[src/uart_cmd_pkg.sv]
package uart_cmd_pkg;

  // 50 MHz system clock at 115200 baud
  localparam int unsigned BAUD_DIV = 434;

  // idle cycles between the header and data frames of a write
  localparam int unsigned GAP_CYCLES = 100;

  // start, eight data bits, parity and stop
  localparam int unsigned FRAME_BITS = 11;

  typedef enum logic {
    OP_READ  = 1'b0,
    OP_WRITE = 1'b1
  } cmd_op_e;

  // host command, the header byte is {op, addr}
  typedef struct packed {
    cmd_op_e    op;
    logic [6:0] addr;
    logic [7:0] data;
  } cmd_t;

  // err is set for a parity mismatch or a low stop bit
  typedef struct packed {
    logic [7:0] data;
    logic       err;
  } rx_frame_t;

  // read result returned to the host
  typedef struct packed {
    logic [7:0] data;
    logic       err;
  } rsp_t;

endpackage

[src/uart_cmd_intake.sv]
`timescale 1ns/1ps

module uart_cmd_intake (
  input  logic               clk,
  input  logic               rst_n,
  input  uart_cmd_pkg::cmd_t cmd,
  input  logic               cmd_vld,
  output logic               cmd_rdy,
  output uart_cmd_pkg::cmd_t job,
  output logic               job_vld,
  input  logic               job_rdy
);
  import uart_cmd_pkg::*;

  logic full;
  cmd_t cmd_buf;

  // a single flag tells both sides whether the slot is taken
  assign cmd_rdy = !full;
  assign job_vld = full;
  assign job     = cmd_buf;

  always_ff @(posedge clk or negedge rst_n)
  begin
    if (!rst_n)
    begin
      full <= 1'b0;
    end
    else if (cmd_vld && cmd_rdy)
    begin
      full <= 1'b1;
    end
    else if (job_vld && job_rdy)
    begin
      full <= 1'b0;
    end
  end

  always_ff @(posedge clk)
  begin
    if (cmd_vld && cmd_rdy)
    begin
      cmd_buf <= cmd;
    end
  end

  // the host must hold its command while it is being stalled
  assert property (@(posedge clk) disable iff (!rst_n)
    (cmd_vld && !cmd_rdy) |=> (!cmd_vld || $stable(cmd)));

endmodule

[src/uart_cmd_sequencer.sv]
`timescale 1ns/1ps

module uart_cmd_sequencer (
  input  logic                    clk,
  input  logic                    rst_n,
  input  uart_cmd_pkg::cmd_t      job,
  input  logic                    job_vld,
  output logic                    job_rdy,
  output logic [7:0]              byte_data,
  output logic                    byte_vld,
  input  logic                    byte_rdy,
  input  uart_cmd_pkg::rx_frame_t frame,
  input  logic                    frame_vld,
  output uart_cmd_pkg::rsp_t      rsp,
  output logic                    rsp_vld
);
  import uart_cmd_pkg::*;

  typedef enum logic [2:0] {
    IDLE,
    SEND_HEAD,
    GAP,
    SEND_DATA,
    WAIT_RSP,
    REPORT
  } seq_state_e;

  typedef logic [$clog2(GAP_CYCLES)-1:0] gap_cnt_t;

  seq_state_e state;
  cmd_t       cur;
  gap_cnt_t   gap_cnt;
  logic       gap_done;

  assign job_rdy  = (state == IDLE);
  assign byte_vld = (state == SEND_HEAD) || (state == SEND_DATA);
  assign rsp_vld  = (state == REPORT);
  assign gap_done = (gap_cnt == gap_cnt_t'(GAP_CYCLES - 1));

  // header byte carries the opcode in its msb
  assign byte_data = (state == SEND_DATA) ? cur.data : {cur.op, cur.addr};

  always_ff @(posedge clk or negedge rst_n)
  begin
    if (!rst_n)
    begin
      state   <= IDLE;
      gap_cnt <= '0;
    end
    else
    begin
      case (state)
        IDLE:
        begin
          if (job_vld)
          begin
            state <= SEND_HEAD;
          end
        end
        SEND_HEAD:
        begin
          if (byte_rdy)
          begin
            gap_cnt <= '0;
            state   <= (cur.op == OP_WRITE) ? GAP : WAIT_RSP;
          end
        end
        GAP:
        begin
          // the gap only runs once the header frame has left the serializer
          if (byte_rdy)
          begin
            if (gap_done)
            begin
              state <= SEND_DATA;
            end
            else
            begin
              gap_cnt <= gap_cnt + 1'b1;
            end
          end
        end
        SEND_DATA:
        begin
          if (byte_rdy)
          begin
            state <= IDLE;
          end
        end
        WAIT_RSP:
        begin
          if (frame_vld)
          begin
            state <= REPORT;
          end
        end
        REPORT:
        begin
          state <= IDLE;
        end
        default:
        begin
          state <= IDLE;
        end
      endcase
    end
  end

  always_ff @(posedge clk)
  begin
    if (job_vld && job_rdy)
    begin
      cur <= job;
    end
    // frames outside a read are ignored
    if ((state == WAIT_RSP) && frame_vld)
    begin
      rsp.data <= frame.data;
      rsp.err  <= frame.err;
    end
  end

  // the job latched at intake decides whether a response may ever appear
  assert property (@(posedge clk) disable iff (!rst_n)
    rsp_vld |-> (cur.op == OP_READ));

endmodule

[src/uart_frame_tx.sv]
`timescale 1ns/1ps

module uart_frame_tx #(
  parameter int unsigned CLKS_PER_BIT = uart_cmd_pkg::BAUD_DIV
) (
  input  logic       clk,
  input  logic       rst_n,
  input  logic [7:0] byte_data,
  input  logic       byte_vld,
  output logic       byte_rdy,
  output logic       tx
);
  import uart_cmd_pkg::*;

  typedef logic [$clog2(CLKS_PER_BIT)-1:0] baud_cnt_t;
  typedef logic [$clog2(FRAME_BITS)-1:0]   bit_cnt_t;

  logic                  busy;
  baud_cnt_t             baud_cnt;
  bit_cnt_t              bit_cnt;
  logic [FRAME_BITS-1:0] shreg;
  logic                  bit_end;

  assign byte_rdy = !busy;
  assign tx       = shreg[0];
  assign bit_end  = (baud_cnt == baud_cnt_t'(CLKS_PER_BIT - 1));

  always_ff @(posedge clk or negedge rst_n)
  begin
    if (!rst_n)
    begin
      busy     <= 1'b0;
      baud_cnt <= '0;
      bit_cnt  <= '0;
      shreg    <= '1;
    end
    else if (!busy)
    begin
      if (byte_vld)
      begin
        busy     <= 1'b1;
        baud_cnt <= '0;
        bit_cnt  <= '0;
        // stop, odd parity, data lsb first, start
        shreg    <= {1'b1, ~^byte_data, byte_data, 1'b0};
      end
    end
    else if (bit_end)
    begin
      baud_cnt <= '0;
      // shifting in ones leaves the line idle after the stop bit
      shreg    <= {1'b1, shreg[FRAME_BITS-1:1]};
      if (bit_cnt == bit_cnt_t'(FRAME_BITS - 1))
      begin
        busy <= 1'b0;
      end
      else
      begin
        bit_cnt <= bit_cnt + 1'b1;
      end
    end
    else
    begin
      baud_cnt <= baud_cnt + 1'b1;
    end
  end

  // the line must be idle whenever a new byte may be accepted
  assert property (@(posedge clk) disable iff (!rst_n)
    byte_rdy |-> tx);

endmodule

[src/uart_frame_rx.sv]
`timescale 1ns/1ps

module uart_frame_rx #(
  parameter int unsigned CLKS_PER_BIT = uart_cmd_pkg::BAUD_DIV
) (
  input  logic                    clk,
  input  logic                    rst_n,
  input  logic                    rx,
  output uart_cmd_pkg::rx_frame_t frame,
  output logic                    frame_vld
);
  import uart_cmd_pkg::*;

  typedef enum logic [1:0] {
    RX_IDLE,
    RX_START,
    RX_BITS
  } rx_state_e;

  typedef logic [$clog2(CLKS_PER_BIT)-1:0] baud_cnt_t;
  typedef logic [$clog2(FRAME_BITS)-1:0]   bit_cnt_t;

  rx_state_e  state;
  logic       rx_meta;
  logic       rx_sync;
  logic       rx_prev;
  baud_cnt_t  baud_cnt;
  bit_cnt_t   bit_cnt;
  logic [8:0] shreg;
  logic       start_edge;
  logic       half_bit;
  logic       full_bit;
  logic       stop_bit;

  assign start_edge = rx_prev && !rx_sync;
  assign half_bit   = (baud_cnt == baud_cnt_t'(CLKS_PER_BIT / 2 - 1));
  assign full_bit   = (baud_cnt == baud_cnt_t'(CLKS_PER_BIT - 1));
  // bit_cnt counts samples after the start bit, the last one is the stop bit
  assign stop_bit   = (bit_cnt == bit_cnt_t'(FRAME_BITS - 2));

  always_ff @(posedge clk or negedge rst_n)
  begin
    if (!rst_n)
    begin
      rx_meta <= 1'b1;
      rx_sync <= 1'b1;
      rx_prev <= 1'b1;
    end
    else
    begin
      rx_meta <= rx;
      rx_sync <= rx_meta;
      rx_prev <= rx_sync;
    end
  end

  always_ff @(posedge clk or negedge rst_n)
  begin
    if (!rst_n)
    begin
      state     <= RX_IDLE;
      baud_cnt  <= '0;
      bit_cnt   <= '0;
      frame_vld <= 1'b0;
    end
    else
    begin
      frame_vld <= 1'b0;
      case (state)
        RX_IDLE:
        begin
          baud_cnt <= '0;
          bit_cnt  <= '0;
          if (start_edge)
          begin
            state <= RX_START;
          end
        end
        RX_START:
        begin
          if (half_bit)
          begin
            baud_cnt <= '0;
            // a glitch shorter than half a bit is not a start bit
            state    <= rx_sync ? RX_IDLE : RX_BITS;
          end
          else
          begin
            baud_cnt <= baud_cnt + 1'b1;
          end
        end
        RX_BITS:
        begin
          if (full_bit)
          begin
            baud_cnt <= '0;
            if (stop_bit)
            begin
              frame_vld <= 1'b1;
              state     <= RX_IDLE;
            end
            else
            begin
              bit_cnt <= bit_cnt + 1'b1;
            end
          end
          else
          begin
            baud_cnt <= baud_cnt + 1'b1;
          end
        end
        default:
        begin
          state <= RX_IDLE;
        end
      endcase
    end
  end

  always_ff @(posedge clk)
  begin
    if ((state == RX_BITS) && full_bit)
    begin
      if (stop_bit)
      begin
        frame.data <= shreg[7:0];
        // data plus parity must hold an odd count of ones
        frame.err  <= !(^shreg) || !rx_sync;
      end
      else
      begin
        shreg <= {rx_sync, shreg[8:1]};
      end
    end
  end

endmodule

[src/uart_cmd_master.sv]
`timescale 1ns/1ps

module uart_cmd_master #(
  parameter int unsigned CLKS_PER_BIT = uart_cmd_pkg::BAUD_DIV
) (
  input  logic               clk,
  input  logic               rst_n,
  input  uart_cmd_pkg::cmd_t cmd,
  input  logic               cmd_vld,
  output logic               cmd_rdy,
  output uart_cmd_pkg::rsp_t rsp,
  output logic               rsp_vld,
  input  logic               rx,
  output logic               tx
);
  import uart_cmd_pkg::*;

  cmd_t       job;
  logic       job_vld;
  logic       job_rdy;
  logic [7:0] byte_data;
  logic       byte_vld;
  logic       byte_rdy;
  rx_frame_t  frame;
  logic       frame_vld;

  uart_cmd_intake i_intake (
    .clk     (clk),
    .rst_n   (rst_n),
    .cmd     (cmd),
    .cmd_vld (cmd_vld),
    .cmd_rdy (cmd_rdy),
    .job     (job),
    .job_vld (job_vld),
    .job_rdy (job_rdy)
  );

  uart_cmd_sequencer i_sequencer (
    .clk       (clk),
    .rst_n     (rst_n),
    .job       (job),
    .job_vld   (job_vld),
    .job_rdy   (job_rdy),
    .byte_data (byte_data),
    .byte_vld  (byte_vld),
    .byte_rdy  (byte_rdy),
    .frame     (frame),
    .frame_vld (frame_vld),
    .rsp       (rsp),
    .rsp_vld   (rsp_vld)
  );

  uart_frame_tx #(
    .CLKS_PER_BIT (CLKS_PER_BIT)
  ) i_frame_tx (
    .clk       (clk),
    .rst_n     (rst_n),
    .byte_data (byte_data),
    .byte_vld  (byte_vld),
    .byte_rdy  (byte_rdy),
    .tx        (tx)
  );

  uart_frame_rx #(
    .CLKS_PER_BIT (CLKS_PER_BIT)
  ) i_frame_rx (
    .clk       (clk),
    .rst_n     (rst_n),
    .rx        (rx),
    .frame     (frame),
    .frame_vld (frame_vld)
  );

endmodule

[config.mk]
export PLATFORM = sky130hd
export DESIGN_NAME = uart_cmd_master
export DESIGN_NICKNAME = d
export VERILOG_FILES = /design/src/uart_cmd_pkg.sv /design/src/uart_cmd_intake.sv /design/src/uart_cmd_sequencer.sv /design/src/uart_frame_tx.sv /design/src/uart_frame_rx.sv /design/src/uart_cmd_master.sv
export SDC_FILE = /design/constraint.sdc
export NUM_CORES = 1
export LEC_CHECK = 0
export BUFFER_PORTS_ARGS = -buffer_cell sky130_fd_sc_hd__buf_2
export CORE_AREA = 10 10 118 98
export DETAILED_ROUTE_END_ITERATION = 7
export DIE_AREA = 0 0 128 108
export GPL_TIMING_DRIVEN = 1
export PLACE_DENSITY = 0.72
export SLEW_MARGIN = 5
export SYNTH_ARGS = -nofsm -noshare
export SYNTH_HDL_FRONTEND = slang
export SYNTH_SLANG_ARGS = --single-unit
[constraint.sdc]
create_clock -name clk -period 5.4 [get_ports clk]
set_input_delay 0.27 -clock clk [delete_from_list [all_inputs] [get_ports clk]]
set_output_delay 0.27 -clock clk [all_outputs]
set_load 0.05 [all_outputs]
==> flow_metrics.env <==
export IMPL_outcome="complete, but fails checks"
export IMPL_failed_checks="negative hold slack"
export IMPL_synth_top_area_share_pct=35.8
export IMPL_dp_cells=528
export IMPL_critical_path_arrival_ns=2.67
export IMPL_io_pin_count=32
export IMPL_ys_ff_latch=113
export IMPL_syn_area_um2=4940
export IMPL_gr_usage_met3_pct=4.55
export IMPL_layout_drive_gt1_share_pct=20.6
export IMPL_final_area_um2=5860
export IMPL_finalHoldViolCount=8
export IMPL_wl_per_cell_um=14.8
export IMPL_syn_area_per_cell_um2=12.9
export IMPL_powerDensity_nw_per_um2=431
export IMPL_drv_cap=0
export IMPL_irDropWorstVdd_uv=289
export IMPL_reg2reg_slack_ns=3.02
export IMPL_layout_min_cycle_time_ns=2.38
export IMPL_fin_nets=463
export IMPL_clkTransAtPathRegs_ns=0.06
export IMPL_synth_area_top_cells="edfxtp_1, dfrtp_1, dfstp_2"
export IMPL_netlist_instances=384
export IMPL_slew_violations=0
export IMPL_die_h_um=108
export IMPL_gp_congestion=0.783
export IMPL_worst_hold_slack_ns=-0.0141
export IMPL_clk_insertion_delay_late_ns=0.40
export IMPL_vias=2976
export IMPL_async_flop_share_pct=47.8
export IMPL_power_mw=2.53
export IMPL_syn_to_final_growth_pct=18.6
export IMPL_htree_num_levels=4
export IMPL_synth_seq_area_share_pct=63.5
export IMPL_grt_start_max_net_pins=55
export IMPL_max_slew_worst_pin_slew_ns=1.15
export IMPL_critPathCaptureType="flip-flop"
export IMPL_clkSinkCount=113
export IMPL_slew_headroom_pct=22.5
export IMPL_grt_first_pass_wirelength_um=14300
export IMPL_routed_wl_um=8300
export IMPL_cts_buffers=17
export IMPL_fin_util_pct=62.6
export IMPL_dr_pass1_iters=4
export IMPL_grt_ovfl_total=0
export IMPL_syn_num_nets=418
export IMPL_critPathKind="reg -> reg"
export IMPL_cts_tree="built"
export IMPL_synth_top_cell_by_area="edfxtp_1"
export IMPL_grt_pass1_vias=2997
export IMPL_worst_clock_skew_ns=0.00714
export IMPL_antenna_found_initial=0
export IMPL_yosys_warnings=0
export IMPL_grt_busiest_layer="met2"
export IMPL_met2_usage_pct=19.5
export IMPL_cts_buffer_depth=2
export IMPL_start_kind="flip-flop"
export IMPL_fp_row_count=32
export IMPL_synth_cell_types=51
export IMPL_hp_class="in -> async"
export IMPL_port_buffer_count=31
export IMPL_ant_nets=0
export IMPL_final_cells=561
export IMPL_start_util_pct=52.8
export IMPL_max_freq_mhz=420
export IMPL_dp_hpwl_um=5380
export IMPL_placed_area_um2=5240
export IMPL_avgViaCountPerCell=5.30
export IMPL_required_ns=5.68
export IMPL_grt_use_met1_pct=16.7
export IMPL_yosysMostFrequentCell="edfxtp_1"
export IMPL_synth_edff_count=59
export IMPL_die_area_um2=13800
export IMPL_setup_viol=0
export IMPL_drt_iter0_markers=197
export IMPL_die_w_um=128
export IMPL_diodes=0
export IMPL_remaining_drc_errors=0
export IMPL_synth_main_ff_cell="edfxtp_1"
export IMPL_min_period_over_period_pct=44.1
export IMPL_p_leak_nw=2.37
export IMPL_setup_tns_ns=0
export IMPL_grt_usage_pct=13.0
export IMPL_path_max_fanout=17
export IMPL_rsz0062_at_grt="false"
export IMPL_core_area_um2=9370
export IMPL_synth_common_cells="edfxtp_1, dfrtp_1, nand2_1, nor2_1, o21ai_0"
export IMPL_root_buffer="clkbuf_16"
metrics by stage:
step,worst slack (ns),hold slack [ns]
final,3.02,-0.0141
after global routing,2.82,0.0248
after floorplan,2.59,-0.0256
after global placement,3.10,0.347
after CTS,3.01,0.0138
after detailed placement,3.03,0.347
registers in the layout, summed over array words and instances (netlist names), 4 cells and up:
| register | count |
|---|---|
| i_frame_rx.shreg | 9 |
| i_intake.job | 16 |
| i_frame_tx.baud_cnt | 9 |
| i_sequencer.gap_cnt | 7 |
| i_frame_rx.frame | 9 |
| i_frame_tx.shreg | 10 |
| i_frame_tx.bit_cnt | 4 |
| i_frame_rx.bit_cnt | 4 |
| i_sequencer.cur | 16 |
| i_frame_rx.baud_cnt | 9 |
| i_sequencer.rsp | 9 |
placed cells by master (no fill, tap or decap), drive strengths merged, types with 4 or more instances in the layout:
cell type	count
edfxtp	59
dfrtp	41
buf	35
nand2	34
o21ai	26
nor2	25
xnor2	21
clkbuf	17
inv	17
xor2	16
ha	14
dfstp	13
mux2i	10
nand4	10
a21oi	9
mux2	9
clkinv	9
nand3	7
nand2b	7
nor3	6
o22ai	6
and3	5
nor2b	4
bufinv	4
nor4	4
worst paths after layout:
path                                   startpoint                endpoint  cells past startpoint
setup / recovery           i_frame_tx.baud_cnt[1]   i_frame_tx.bit_cnt[1]                      7
hold / removal                              rst_n  i_frame_tx.baud_cnt[4]                      2
setup reg to reg           i_frame_tx.baud_cnt[1]   i_frame_tx.bit_cnt[1]                      7
hold reg to reg                i_frame_rx.rx_meta      i_frame_rx.rx_sync                      0
max in group asynchronous                   rst_n  i_frame_rx.baud_cnt[8]                      2
min in group clk                           cmd[3]         i_intake.job[3]                      1
routing by layer:
| layer | vias to the layer above | wire length [um] |
|---|---|---|
| li1 | 1476 | - |
| met5 | - | 0 |
| met2 | 55 | 3850 |
| met3 | 19 | 348 |
| met1 | 1426 | 3940 |
| met4 | 0 | 159 |
critical path: stages (launching register included):
cell and delay (ns):
dfrtp_1 0.40, inv_1 0.09, ha_1 0.19, nand4b_4 0.12
o41ai_4 0.67, and2_4 0.38, nand2_1 0.09, mux2_1 0.31
layout make-up:
type	instances	area [um2]
repair buffers	36	195
clock inverters	15	190
flip-flops and latches	113	3140
inverters	15	56.3
clock buffers	17	425
multi-input cells	246	1710
well taps	119	149
fillers	721	3510
cells by family (layout without fill, tap and decap cells):
logic type,after synthesis,after routing,share of synthesized area (%)
simple gates,118,118,12.7
mux,19,19,4.07
buf+inv,25,83,2.10
flops,113,113,63.5
compound gates,58,58,7.57
fa+ha+maj,14,14,3.54
xor+xnor,37,37,6.55
timing repair:
item                      4_1_cts  5_1_grt
hold buffers                    1        0
gates resized for setup         0        0
setup buffers                   0        0
hold endpoints to repair        1        0
power by group:
part | internal, mW | switching, mW | leakage [nW]
combinational | 0.133 | 0.157 | 0.871
clock | 0.768 | 0.382 | 0.304
sequential | 0.997 | 0.0878 | 1.20
Power figures use the tool's default switching activity.
